## src/verilog/blit_pkg.sv

```systemverilog
package blit_pkg;

typedef logic [15:0] word_t;        // video memory data word
typedef logic [15:0] addr_t;        // video memory word address
typedef logic [3:0]  reg_num_t;     // config register number
typedef logic [3:0]  nib_mask_t;    // one write enable per nibble

localparam reg_num_t REG_CTRL  = 4'd0;
localparam reg_num_t REG_SHIFT = 4'd1;
localparam reg_num_t REG_MOD_A = 4'd2;
localparam reg_num_t REG_SRC_A = 4'd3;
localparam reg_num_t REG_MOD_B = 4'd4;
localparam reg_num_t REG_SRC_B = 4'd5;
localparam reg_num_t REG_VAL_C = 4'd6;
localparam reg_num_t REG_MOD_D = 4'd7;
localparam reg_num_t REG_DST_D = 4'd8;
localparam reg_num_t REG_LINES = 4'd9;      // number of lines
localparam reg_num_t REG_WORDS = 4'd10;     // words per line, write queues the blit

typedef struct packed {
    logic [7:0] transp_t;           // transparency byte T
    logic [1:0] rsvd_hi;
    logic       transp_8b;          // test byte pairs instead of nibbles
    logic       rsvd;
    logic       c_use_b;            // B takes the place of C
    logic       b_not;              // invert B in the logic op
    logic       b_const;            // B comes from SRC_B, no read
    logic       a_const;            // A comes from SRC_A, no read
} blit_ctrl_t;

typedef struct packed {
    logic [3:0] l_mask;             // nibble mask on first word of a line
    logic [3:0] r_mask;             // nibble mask on last word of a line
    logic [5:0] rsvd;
    logic [1:0] count;              // right shift in nibbles
} blit_shift_t;

typedef union packed {
    blit_ctrl_t  ctrl;
    blit_shift_t shift;
} ctrl_word_u;

endpackage

```

## src/verilog/blit_regs.sv

```systemverilog
`timescale 1ns/1ps

module blit_regs #(
    parameter int LINES_W = 15
) (
    input  logic                 clk,
    input  logic                 reset_i,
    input  logic                 xreg_wr_en_i,
    input  blit_pkg::reg_num_t   xreg_num_i,
    input  blit_pkg::word_t      xreg_data_i,
    input  logic                 take_i,         // sequencer copies the queued blit
    output logic                 queued_o,
    output blit_pkg::ctrl_word_u ctrl_o,
    output blit_pkg::ctrl_word_u shift_o,
    output blit_pkg::word_t      mod_a_o,
    output blit_pkg::addr_t      src_a_o,
    output blit_pkg::word_t      mod_b_o,
    output blit_pkg::addr_t      src_b_o,
    output blit_pkg::word_t      val_c_o,
    output blit_pkg::word_t      mod_d_o,
    output blit_pkg::addr_t      dst_d_o,
    output logic [LINES_W-1:0]   lines_o,
    output blit_pkg::word_t      words_o
);

    import blit_pkg::*;

    logic wr_words;

    assign wr_words = xreg_wr_en_i && (xreg_num_i == REG_WORDS);

    // one-deep queue, a new WORDS write wins over take
    always_ff @(posedge clk) begin
        if (reset_i) begin
            queued_o <= 1'b0;
        end else if (wr_words) begin
            queued_o <= 1'b1;
        end else if (take_i) begin
            queued_o <= 1'b0;
        end
    end

    always_ff @(posedge clk) begin
        if (xreg_wr_en_i) begin
            case (xreg_num_i)
                REG_CTRL: begin
                    ctrl_o <= xreg_data_i;
                end
                REG_SHIFT: begin
                    shift_o <= xreg_data_i;
                end
                REG_MOD_A: begin
                    mod_a_o <= xreg_data_i;
                end
                REG_SRC_A: begin
                    src_a_o <= xreg_data_i;
                end
                REG_MOD_B: begin
                    mod_b_o <= xreg_data_i;
                end
                REG_SRC_B: begin
                    src_b_o <= xreg_data_i;
                end
                REG_VAL_C: begin
                    val_c_o <= xreg_data_i;
                end
                REG_MOD_D: begin
                    mod_d_o <= xreg_data_i;
                end
                REG_DST_D: begin
                    dst_d_o <= xreg_data_i;
                end
                REG_LINES: begin
                    lines_o <= xreg_data_i[LINES_W-1:0];
                end
                REG_WORDS: begin
                    words_o <= xreg_data_i;
                end
                default: begin
                end
            endcase
        end
    end

endmodule

```

## src/verilog/blit_nibble_shift.sv

```systemverilog
`timescale 1ns/1ps

module blit_nibble_shift (
    input  logic                 clk,
    input  logic                 reset_i,
    input  logic                 setup_i,        // latch shift count
    input  logic                 line_start_i,   // clear spill
    input  logic                 load_i,         // read data accepted
    input  blit_pkg::ctrl_word_u shift_i,
    input  blit_pkg::word_t      data_i,
    output blit_pkg::word_t      shifted_o
);

    logic [1:0]  count_q;
    logic [11:0] spill_q;           // nibbles left over from previous word, top aligned
    logic [27:0] wide;              // shifted word above nibbles shifted out

    always_comb begin
        case (count_q)
            2'd0:    wide = {data_i, 12'h000};
            2'd1:    wide = {spill_q[11:8], data_i, 8'h00};
            2'd2:    wide = {spill_q[11:4], data_i, 4'h0};
            default: wide = {spill_q, data_i};
        endcase
    end

    assign shifted_o = wide[27:12];

    always_ff @(posedge clk) begin
        if (reset_i) begin
            count_q <= 2'd0;
            spill_q <= 12'h000;
        end else begin
            if (setup_i) begin
                count_q <= shift_i.shift.count;
            end
            if (line_start_i) begin
                spill_q <= 12'h000;         // no carry across lines
            end else if (load_i) begin
                spill_q <= wide[11:0];
            end
        end
    end

endmodule

```

## src/verilog/blit_datapath.sv

```systemverilog
`timescale 1ns/1ps

module blit_datapath (
    input  logic                 clk,
    input  logic                 reset_i,
    input  logic                 setup_i,
    input  logic                 load_a_i,
    input  logic                 load_b_i,
    input  logic                 first_word_i,
    input  logic                 last_word_i,
    input  blit_pkg::ctrl_word_u ctrl_i,
    input  blit_pkg::ctrl_word_u shift_i,
    input  blit_pkg::word_t      src_a_i,
    input  blit_pkg::word_t      src_b_i,
    input  blit_pkg::word_t      val_c_i,
    input  blit_pkg::word_t      shifted_a_i,
    input  blit_pkg::word_t      shifted_b_i,
    output blit_pkg::word_t      data_o,
    output blit_pkg::nib_mask_t  wr_mask_o
);

    import blit_pkg::*;

    logic      b_not_q;
    logic      c_use_b_q;
    logic      transp_8b_q;
    logic [7:0] transp_t_q;
    nib_mask_t l_mask_q;
    nib_mask_t r_mask_q;
    word_t     val_a_q;
    word_t     val_b_q;
    word_t     val_c_q;
    word_t     val_t;               // zero where B matches T
    nib_mask_t transp_mask;

    always_ff @(posedge clk) begin
        if (reset_i) begin
            b_not_q     <= 1'b0;
            c_use_b_q   <= 1'b0;
            transp_8b_q <= 1'b0;
            l_mask_q    <= '0;
            r_mask_q    <= '0;
        end else if (setup_i) begin
            b_not_q     <= ctrl_i.ctrl.b_not;
            c_use_b_q   <= ctrl_i.ctrl.c_use_b;
            transp_8b_q <= ctrl_i.ctrl.transp_8b;
            l_mask_q    <= shift_i.shift.l_mask;
            r_mask_q    <= shift_i.shift.r_mask;
        end
    end

    // operand values, constants preloaded on setup
    always_ff @(posedge clk) begin
        if (setup_i) begin
            transp_t_q <= ctrl_i.ctrl.transp_t;
            val_c_q    <= val_c_i;
            val_a_q    <= src_a_i;
            val_b_q    <= src_b_i;
        end else begin
            if (load_a_i) begin
                val_a_q <= shifted_a_i;
            end
            if (load_b_i) begin
                val_b_q <= shifted_b_i;
            end
        end
    end

    assign data_o = (val_a_q & (b_not_q ? ~val_b_q : val_b_q)) ^ (c_use_b_q ? val_b_q : val_c_q);

    assign val_t = val_b_q ^ {transp_t_q, transp_t_q};

    always_comb begin
        if (transp_8b_q) begin
            transp_mask = {{2{|val_t[15:8]}}, {2{|val_t[7:0]}}};     // byte pairs
        end else begin
            transp_mask = {|val_t[15:12], |val_t[11:8], |val_t[7:4], |val_t[3:0]};
        end
    end

    assign wr_mask_o = transp_mask
                     & (first_word_i ? l_mask_q : 4'hf)
                     & (last_word_i  ? r_mask_q : 4'hf);

endmodule

```

## src/verilog/blit_sequencer.sv

```systemverilog
`timescale 1ns/1ps

module blit_sequencer #(
    parameter int LINES_W = 15
) (
    input  logic                 clk,
    input  logic                 reset_i,
    input  logic                 queued_i,
    input  blit_pkg::ctrl_word_u ctrl_i,
    input  blit_pkg::word_t      mod_a_i,
    input  blit_pkg::word_t      mod_b_i,
    input  blit_pkg::word_t      mod_d_i,
    input  blit_pkg::addr_t      src_a_i,
    input  blit_pkg::addr_t      src_b_i,
    input  blit_pkg::addr_t      dst_d_i,
    input  logic [LINES_W-1:0]   lines_i,
    input  blit_pkg::word_t      words_i,
    input  logic                 vram_ack_i,
    output logic                 take_o,
    output logic                 setup_o,
    output logic                 line_start_o,
    output logic                 load_a_o,
    output logic                 load_b_o,
    output logic                 first_word_o,
    output logic                 last_word_o,
    output logic                 busy_o,
    output logic                 done_o,
    output logic                 vram_sel_o,
    output logic                 vram_wr_o,
    output blit_pkg::addr_t      vram_addr_o
);

    import blit_pkg::*;

    typedef enum logic [2:0] {
        IDLE,
        SETUP,
        LINE_BEG,
        WAIT_RD_A,
        WAIT_RD_B,
        WAIT_WR_D,
        LINE_END
    } state_t;

    state_t         state;
    logic           a_const_q;
    logic           b_const_q;
    word_t          mod_a_q;
    word_t          mod_b_q;
    word_t          mod_d_q;
    addr_t          src_a_q;
    addr_t          src_b_q;
    addr_t          dst_d_q;
    word_t          words_q;
    logic [16:0]    count_q;        // top bit set on last word of line
    logic [LINES_W:0] lines_q;      // top bit set on last line
    logic           ack;
    logic           both_const;
    state_t         word_state;     // first access of a word
    addr_t          word_addr;

    assign ack        = vram_ack_i && vram_sel_o;
    assign both_const = a_const_q && b_const_q;
    assign word_state = !a_const_q ? WAIT_RD_A : (!b_const_q ? WAIT_RD_B : WAIT_WR_D);
    assign word_addr  = !a_const_q ? src_a_q : (!b_const_q ? src_b_q : dst_d_q);

    assign take_o       = (state == SETUP);
    assign setup_o      = (state == SETUP);
    assign line_start_o = (state == LINE_BEG);
    assign load_a_o     = (state == WAIT_RD_A) && ack;
    assign load_b_o     = (state == WAIT_RD_B) && ack;
    assign last_word_o  = count_q[16];
    assign busy_o       = (state != IDLE);
    assign done_o       = (state == LINE_END) && lines_q[LINES_W];

    always_ff @(posedge clk) begin
        if (reset_i) begin
            state        <= IDLE;
            vram_sel_o   <= 1'b0;
            vram_wr_o    <= 1'b0;
            first_word_o <= 1'b0;
        end else begin
            case (state)
                IDLE: begin
                    if (queued_i) begin
                        state <= SETUP;
                    end
                end
                SETUP: begin
                    a_const_q <= ctrl_i.ctrl.a_const;
                    b_const_q <= ctrl_i.ctrl.b_const;
                    mod_a_q   <= mod_a_i;
                    mod_b_q   <= mod_b_i;
                    mod_d_q   <= mod_d_i;
                    src_a_q   <= src_a_i;
                    src_b_q   <= src_b_i;
                    dst_d_q   <= dst_d_i;
                    words_q   <= words_i;
                    lines_q   <= {1'b0, lines_i} - 1'b1;
                    state     <= LINE_BEG;
                end
                LINE_BEG: begin
                    lines_q      <= lines_q - 1'b1;
                    count_q      <= {1'b0, words_q} - 17'd2;  // underflows on the last word
                    first_word_o <= 1'b1;
                    vram_sel_o   <= 1'b1;
                    vram_wr_o    <= both_const;
                    vram_addr_o  <= word_addr;
                    state        <= word_state;
                end
                WAIT_RD_A: begin
                    if (ack) begin
                        src_a_q     <= src_a_q + 1'b1;
                        vram_wr_o   <= b_const_q;
                        vram_addr_o <= b_const_q ? dst_d_q : src_b_q;
                        state       <= b_const_q ? WAIT_WR_D : WAIT_RD_B;
                    end
                end
                WAIT_RD_B: begin
                    if (ack) begin
                        src_b_q     <= src_b_q + 1'b1;
                        vram_wr_o   <= 1'b1;
                        vram_addr_o <= dst_d_q;
                        state       <= WAIT_WR_D;
                    end
                end
                WAIT_WR_D: begin
                    if (ack) begin
                        dst_d_q      <= dst_d_q + 1'b1;
                        count_q      <= count_q - 1'b1;
                        first_word_o <= 1'b0;
                        if (last_word_o) begin
                            vram_sel_o <= 1'b0;
                            vram_wr_o  <= 1'b0;
                            state      <= LINE_END;
                        end else begin
                            vram_wr_o   <= both_const;
                            vram_addr_o <= both_const ? dst_d_q + 1'b1 : word_addr;
                            state       <= word_state;
                        end
                    end
                end
                LINE_END: begin
                    src_a_q <= src_a_q + mod_a_q;
                    src_b_q <= src_b_q + mod_b_q;
                    dst_d_q <= dst_d_q + mod_d_q;
                    if (!lines_q[LINES_W]) begin
                        state <= LINE_BEG;
                    end else if (queued_i) begin
                        state <= SETUP;             // queued blit follows directly
                    end else begin
                        state <= IDLE;
                    end
                end
                default: begin
                    state <= IDLE;
                end
            endcase
        end
    end

endmodule

```

## src/verilog/blitter.sv

```systemverilog
`timescale 1ns/1ps

module blitter #(
    parameter int LINES_W = 15
) (
    input  logic                clk,
    input  logic                reset_i,
    input  logic                xreg_wr_en_i,
    input  blit_pkg::reg_num_t  xreg_num_i,
    input  blit_pkg::word_t     xreg_data_i,
    output logic                blit_busy_o,
    output logic                blit_full_o,
    output logic                blit_done_intr_o,
    output logic                blit_vram_sel_o,
    input  logic                blit_vram_ack_i,
    output logic                blit_wr_o,
    output blit_pkg::nib_mask_t blit_wr_mask_o,
    output blit_pkg::addr_t     blit_addr_o,
    input  blit_pkg::word_t     blit_data_i,
    output blit_pkg::word_t     blit_data_o
);

    import blit_pkg::*;

    ctrl_word_u         ctrl;
    ctrl_word_u         shift;
    word_t              mod_a;
    word_t              mod_b;
    word_t              mod_d;
    addr_t              src_a;
    addr_t              src_b;
    addr_t              dst_d;
    word_t              val_c;
    logic [LINES_W-1:0] lines;
    word_t              words;
    logic               take;
    logic               setup;
    logic               line_start;
    logic               load_a;
    logic               load_b;
    logic               first_word;
    logic               last_word;
    word_t              shifted_a;
    word_t              shifted_b;

    blit_regs #(.LINES_W(LINES_W)) u_regs (
        .clk, .reset_i, .xreg_wr_en_i, .xreg_num_i, .xreg_data_i,
        .take_i(take), .queued_o(blit_full_o), .ctrl_o(ctrl), .shift_o(shift),
        .mod_a_o(mod_a), .src_a_o(src_a), .mod_b_o(mod_b), .src_b_o(src_b),
        .val_c_o(val_c), .mod_d_o(mod_d), .dst_d_o(dst_d),
        .lines_o(lines), .words_o(words)
    );

    blit_sequencer #(.LINES_W(LINES_W)) u_seq (
        .clk, .reset_i, .queued_i(blit_full_o), .ctrl_i(ctrl),
        .mod_a_i(mod_a), .mod_b_i(mod_b), .mod_d_i(mod_d),
        .src_a_i(src_a), .src_b_i(src_b), .dst_d_i(dst_d),
        .lines_i(lines), .words_i(words), .vram_ack_i(blit_vram_ack_i),
        .take_o(take), .setup_o(setup), .line_start_o(line_start),
        .load_a_o(load_a), .load_b_o(load_b),
        .first_word_o(first_word), .last_word_o(last_word),
        .busy_o(blit_busy_o), .done_o(blit_done_intr_o),
        .vram_sel_o(blit_vram_sel_o), .vram_wr_o(blit_wr_o), .vram_addr_o(blit_addr_o)
    );

    // one shifter per read source, both see the same memory data
    blit_nibble_shift u_shift_a (
        .clk, .reset_i, .setup_i(setup), .line_start_i(line_start), .load_i(load_a),
        .shift_i(shift), .data_i(blit_data_i), .shifted_o(shifted_a)
    );

    blit_nibble_shift u_shift_b (
        .clk, .reset_i, .setup_i(setup), .line_start_i(line_start), .load_i(load_b),
        .shift_i(shift), .data_i(blit_data_i), .shifted_o(shifted_b)
    );

    blit_datapath u_dp (
        .clk, .reset_i, .setup_i(setup), .load_a_i(load_a), .load_b_i(load_b),
        .first_word_i(first_word), .last_word_i(last_word),
        .ctrl_i(ctrl), .shift_i(shift), .src_a_i(src_a), .src_b_i(src_b), .val_c_i(val_c),
        .shifted_a_i(shifted_a), .shifted_b_i(shifted_b),
        .data_o(blit_data_o), .wr_mask_o(blit_wr_mask_o)
    );

endmodule

```

## config.mk

```make
export PLATFORM = sky130hd
export DESIGN_NAME = blitter
export DESIGN_NICKNAME = d
export VERILOG_FILES = /design/src/verilog/blit_pkg.sv /design/src/verilog/blit_regs.sv /design/src/verilog/blit_nibble_shift.sv /design/src/verilog/blit_datapath.sv /design/src/verilog/blit_sequencer.sv /design/src/verilog/blitter.sv
export SDC_FILE = /design/constraint.sdc
export NUM_CORES = 1
export LEC_CHECK = 0
export BUFFER_PORTS_ARGS = -buffer_cell sky130_fd_sc_hd__buf_2
export CAP_MARGIN = 30
export CORE_MARGIN = 2
export CORE_UTILIZATION = 25
export CTS_CLUSTER_SIZE = 10
export DETAILED_ROUTE_END_ITERATION = 8
export SLEW_MARGIN = 40
export SYNTH_ARGS = -nofsm -noshare
export SYNTH_HDL_FRONTEND = slang
export SYNTH_SLANG_ARGS = --single-unit
```

## constraint.sdc

```tcl
create_clock -name clk -period 11.81 [get_ports clk]
set_clock_uncertainty 0.2 [all_clocks]
set_input_delay 2.362 -clock clk [delete_from_list [all_inputs] [get_ports clk]]
set_output_delay 2.362 -clock clk [all_outputs]
set_load 0.02 [all_outputs]
```

## Word level (Yosys, flattened, before mapping)

Index checks and enable logic that the tools add are counted.

| storage, ports and cells | value |
|---|---|
| register bits | 438 |
| output and inout bits | 41 |

| cells by class | value |
|---|---|
| $add $sub $neg | 10 |
| equality and inequality tests | 24 |
| muxes and demuxes | 50 |
| bitwise gates (word level) | 7 |
| reduce and logical (&&, ||, !) cells | 48 |

Operator list:

| kind | count |
|---|---|
| two-way mux 16 bit | 16 |
| case mux 28 bit (3 select lines) | 2 |
| case mux 16 bit (3 select lines) | 3 |
| case mux 16 bit (4 select lines) | 1 |
| adder 16 x 1 -> 16 bit, second input constant | 3 |
| adder 16 bit | 3 |
| case mux 17 bit (2 select lines) | 1 |
| case mux 16 bit (2 select lines) | 1 |
| bitwise XOR 16 bit | 2 |
| AND reduction 2 bit | 14 |
| two-way mux 3 bit | 7 |
| case mux 3 bit (7 select lines) | 1 |
| two-way mux 17 bit | 1 |
| subtractor 16 x 2 -> 17 bit, second input constant | 1 |
| subtractor 17 x 1 -> 17 bit, second input constant | 1 |
| bitwise AND 16 bit | 1 |
| equality test 4 x 3 -> 1 bit, second input constant | 4 |
| NOT 16 bit | 1 |
| OR reduction 4 bit | 4 |
| OR reduction 8 bit | 2 |
| subtractor 15 x 1 -> 16 bit, second input constant | 1 |
| subtractor 16 x 1 -> 16 bit, second input constant | 1 |
| AND reduction 3 bit | 5 |
| equality test 4 bit, second input constant | 3 |
| other kinds (25) | 60 |

## Logic depth before layout (Yosys ltp)

| depth | value |
|---|---|
| depth in word-level cells | 6 |
| mapped depth | 13 |

## Cells and area by module

A second synthesis with hierarchy kept.

| unflattened totals | value |
|---|---|
| cell total of the unflattened synthesis | 1793 |
| area, all modules | 21835.9 µm² |

By module, submodules not included:

| module | times used | cells each | area an instance (µm²) | seq. area each (µm²) |
|---|---|---|---|---|
| blit_sequencer | 1 | 1023 | 10441.3 | 5014.8 |
| blit_regs | 1 | 196 | 5390.2 | 5275.1 |
| blit_datapath | 1 | 318 | 3860.0 | 1901.8 |
| blit_nibble_shift | 2 | 128 | 1072.3 | 280.3 |

## Worst setup path before layout

No wires, ideal clock.

| timing | value |
|---|---|
| kind | input port to flip-flop |
| start point | input reset_i |
| end point | register u_seq.a_const_q, enable pin |
| library setup time | 0.491 ns |
| arrival | 5.543 ns |
| setup slack | 5.576 ns |
| stages on the path | 3 |
| buffers on the path | 2 |
| path through | clkbuf_1 clkbuf_1 nor2_1 |

| on the way | value |
|---|---|
| cells in the longest elaborated chain, start to end | 2 |

Ends and longest elaborated chain:

| what | RTL line | RTL |
|---|---|---|
| from (decl) | blitter.sv:7 | `input logic reset_i,` |
| NOT 1 bit (no line) | n/a |  |
| AND reduction 2 bit (no line) | n/a |  |
| to (signal assigned) | blit_sequencer.sv:90 | `a_const_q <= ctrl_i.ctrl.a_const;` |
| to (decl) | blit_sequencer.sv:46 | `logic a_const_q;` |

No other way between the ends.
A chain may end at the register's enable or synchronous reset.

## Worst setup path in the final report

| timing | value |
|---|---|
| start point | register u_seq.state[2] |
| end point | output blit_done_intr_o |

| on the way | value |
|---|---|
| cells in the longest elaborated chain, start to end | 2 |

Ends and longest elaborated chain:

| what | RTL line | RTL |
|---|---|---|
| from (decl) | blit_sequencer.sv:45 | `state_t state;` |
| from (signal assigned) | blit_sequencer.sv:109 | `state <= word_state;` |
| from (signal assigned) | blit_sequencer.sv:116 | `state <= b_const_q ? WAIT_WR_D : WAIT_RD_B;` |
| from (signal assigned) | blit_sequencer.sv:139 | `state <= word_state;` |
| equality test 3 bit | blit_sequencer.sv:74 | `assign done_o = (state == LINE_END) && lines_q[LINES_W];` |
| logical AND 1 bit | blit_sequencer.sv:74 |  |
| to (decl) | blitter.sv:13 | `output logic blit_done_intr_o,` |

No other way between the ends.

==> flow_summary.toml <==
[sta]
rsz0062_at_grt = "no"
setup_viol = 0
period_share_pct = 46.2
finalSetupTns_ns = 0
slew_violations = 0
finalHoldViolCount = 0
post-route-min-period_ns = 5.45
slew-limit-headroom_pct = 47.9
max_freq_mhz = 183
worst_slew_pin_slew_ns = 0.781

[floorplanning]
fp-row-count = 105
initial_core_util_pct = 25.3
coreArea_sq_um = 82100
ios = 81
dieArea_sq_um = 85300
die_y_microns = 292
die_w_microns = 292

[route]
vias = 14837
vias_per_cell = 5.01
drt_iter0_markers = 1511
postRouteAntennaNets = 0
avgRoutedWirePerCell_microns = 20.6
drt_pass1_iterations = 6
drt_wl_total_microns = 61100
route.detailed.drc = 0

[synth]
synthArstFlopShare_pct = 0
yosys_warnings = 0
syn_area_per_cell_sq_um = 11.7
synth-edff-count = 385
ys_types = 79
synth_ff_type = "edfxtp_1"
syn_nets = 1863
synth_seq_cells = 429
syn_area_sq_um = 20700
synth_seq_area_share_pct = 60.0
syn_inst = 1770

[setup_path]
cp-start-kind = "register"
cp_data_required_time_ns = 9.25
crit_type = "reg -> out"
worst-path-max-fanout = 36
endpoint_kind = "output pin"
arrival_ns = 2.89

[placement]
dp_hpwl_microns = 42700
port-buffer-count = 80
gp_congestion = 0.874

[power_and_ir_drop]
p_per_area_nw_per_um2 = 134
p_leak_nw = 8.15
power_mw = 3.22
peakVddDrop_mv = 0.102

[job]
maxCapViolations = 0

[clocking]
clock_sinks = 429
cts.clk_slew.worst_paths_ns = 0.06
clk_latency_ns = 0.60
cts-root-buf = "clkbuf_16"
cts.htree.levels = 2
cts_made_buffers = 50
cts_resized = 0
cts_tree = "built"
cts_hold_buf = 0
post_cts_buffers = 0
clockBufferDepth = 3

[cells_and_area]
area_delta_synth_final_pct = 15.3
final_nets = 1941
drive_above_1_share_pct = 12.1
final_common_cell = "edfxtp_1"
fill_cells = 8317
multi_input_area_sq_um = 7930
mostFrequentLayoutCells = "edfxtp_1, nand2_1, a21oi_1, nor2_1, o21ai_0"
seq_area_sq_um = 12400

[global_routing]
gr-total-overflow = 0
grt_pass1_wl_microns = 89900
antenna_found_initial = 11
grt_max_degree = 67
grtUsageTotal_pct = 14.0
grt_pass1_vias = 14049

[worst_hold_path]
min_path_type = "reg -> reg"

[outcome]
outcome = "finished, final reports clean"
[flip-flops by register name, indices dropped and copies added (netlist names), 15 cells and up]
name and count:
u_regs.lines_o 15, u_seq.vram_addr_o 16, u_dp.val_a_q 16, u_seq.mod_a_q 16, u_seq.mod_d_q 16, u_regs.src_b_o 16
u_regs.val_c_o 16, u_seq.mod_b_q 16, u_seq.count_q 17, u_dp.val_b_q 16, u_seq.src_b_q 16, u_seq.src_a_q 16
u_dp.val_c_q 16, u_regs.mod_b_o 16, u_regs.mod_d_o 16, u_regs.mod_a_o 16, u_seq.words_q 16, u_regs.src_a_o 16
u_regs.dst_d_o 16, u_seq.dst_d_q 16, u_regs.words_o 16, u_seq.lines_q 16
[worst max-delay path, stage by stage, from the launching register on]
cell and delay, ns:
dfxtp_1 0.65, and2b_1 0.21, buf_4 0.34, nand2_1 0.50, nor2_1 0.33, buf_2 0.22
[synth_stat cells, types with 36 or more instances]
library cell  number  area [sq um]
dfxtp_1           44           881
and3_1            37           231
xnor2_1           66           578
o21ai_0           95           475
a21oi_1          159           796
nand2_1          175           657
nand3_1           42           210
nor2_1           152           571
edfxtp_1         385         11600
clkbuf_1          62           233
ha_1              50           626
xor2_1            36           315
mux2i_1           65           651
[stage by stage]
| stage | std cells | util [%] | worst slack [ns] | instance area (sq um) | hold slack [ns] |
|---|---|---|---|---|---|
| after CTS | 2960 | 29.1 | 6.34 | 23900 | 0.200 |
| after global placement | 2866 | 27.3 | 7.11 | 22400 | 0.201 |
| after global routing | 2960 | 29.1 | 6.20 | 23900 | 0.211 |
| after detailed placement | 2866 | 27.3 | 6.99 | 22400 | 0.205 |
| final | 2963 | 29.1 | 6.36 | 23900 | 0.202 |
| after floorplan | 1770 | - | 5.58 | 20700 | 0.200 |
[final timing paths]
| path | startpoint | endpoint | slack (ns) | depth (start not counted) |
|---|---|---|---|---|
| max | u_seq.state[2] | blit_done_intr_o | 6.36 | 5 |
| min | u_regs.mod_a_o[13] | u_seq.mod_a_q[13] | 0.20 | 0 |
| max reg2reg | u_seq.state[1] | u_seq.src_b_q[12] | 7.53 | 11 |
| min reg2reg | u_regs.mod_a_o[13] | u_seq.mod_a_q[13] | 0.20 | 0 |
[power by group]
part	internal [mW]	total (mW)	switching [mW]
logic	0.0329	0.115	0.0821
clock network	0.807	1.42	0.609
registers	1.67	1.68	0.0151
total	2.51	3.22	0.706
[logic make-up (layout without fill, tap and decap cells)]
logic type               count (synthesis)  in the layout  synth area share, %
AND/OR/NAND/NOR                        540            540                 12.3
AO/OA/AOI/OAI                          441            441                 13.3
flip-flops                             429            429                 60.0
buffers and inverters                  114            234                 2.22
XOR/XNOR                               102            102                 4.31
multiplexers                            91             91                 4.60
adder cells (fa/ha/maj)                 53             53                 3.31
other                                    0              3                    0
[area by class of cell]
type	instances	area share [%]
multi-input combinational	1227	33.1
clock inverter	6	0.204
clock buffer	88	5.91
sequential	429	52.0
inverter	32	0.502
antenna	3	0.0314
tap	1070	5.60
timing repair buffer	108	2.57
[metal layers]
layer / up-vias / global-route usage (%) / wire length [microns]
met5: - / 0 / 26
met4: 4 / 3.96 / 1700
met3: 99 / 2.55 / 4900
met2: 591 / 22.5 / 28400
met1: 7317 / 19.2 / 26000
li1: 6826 / - / -
Power figures use the tool's default switching activity.
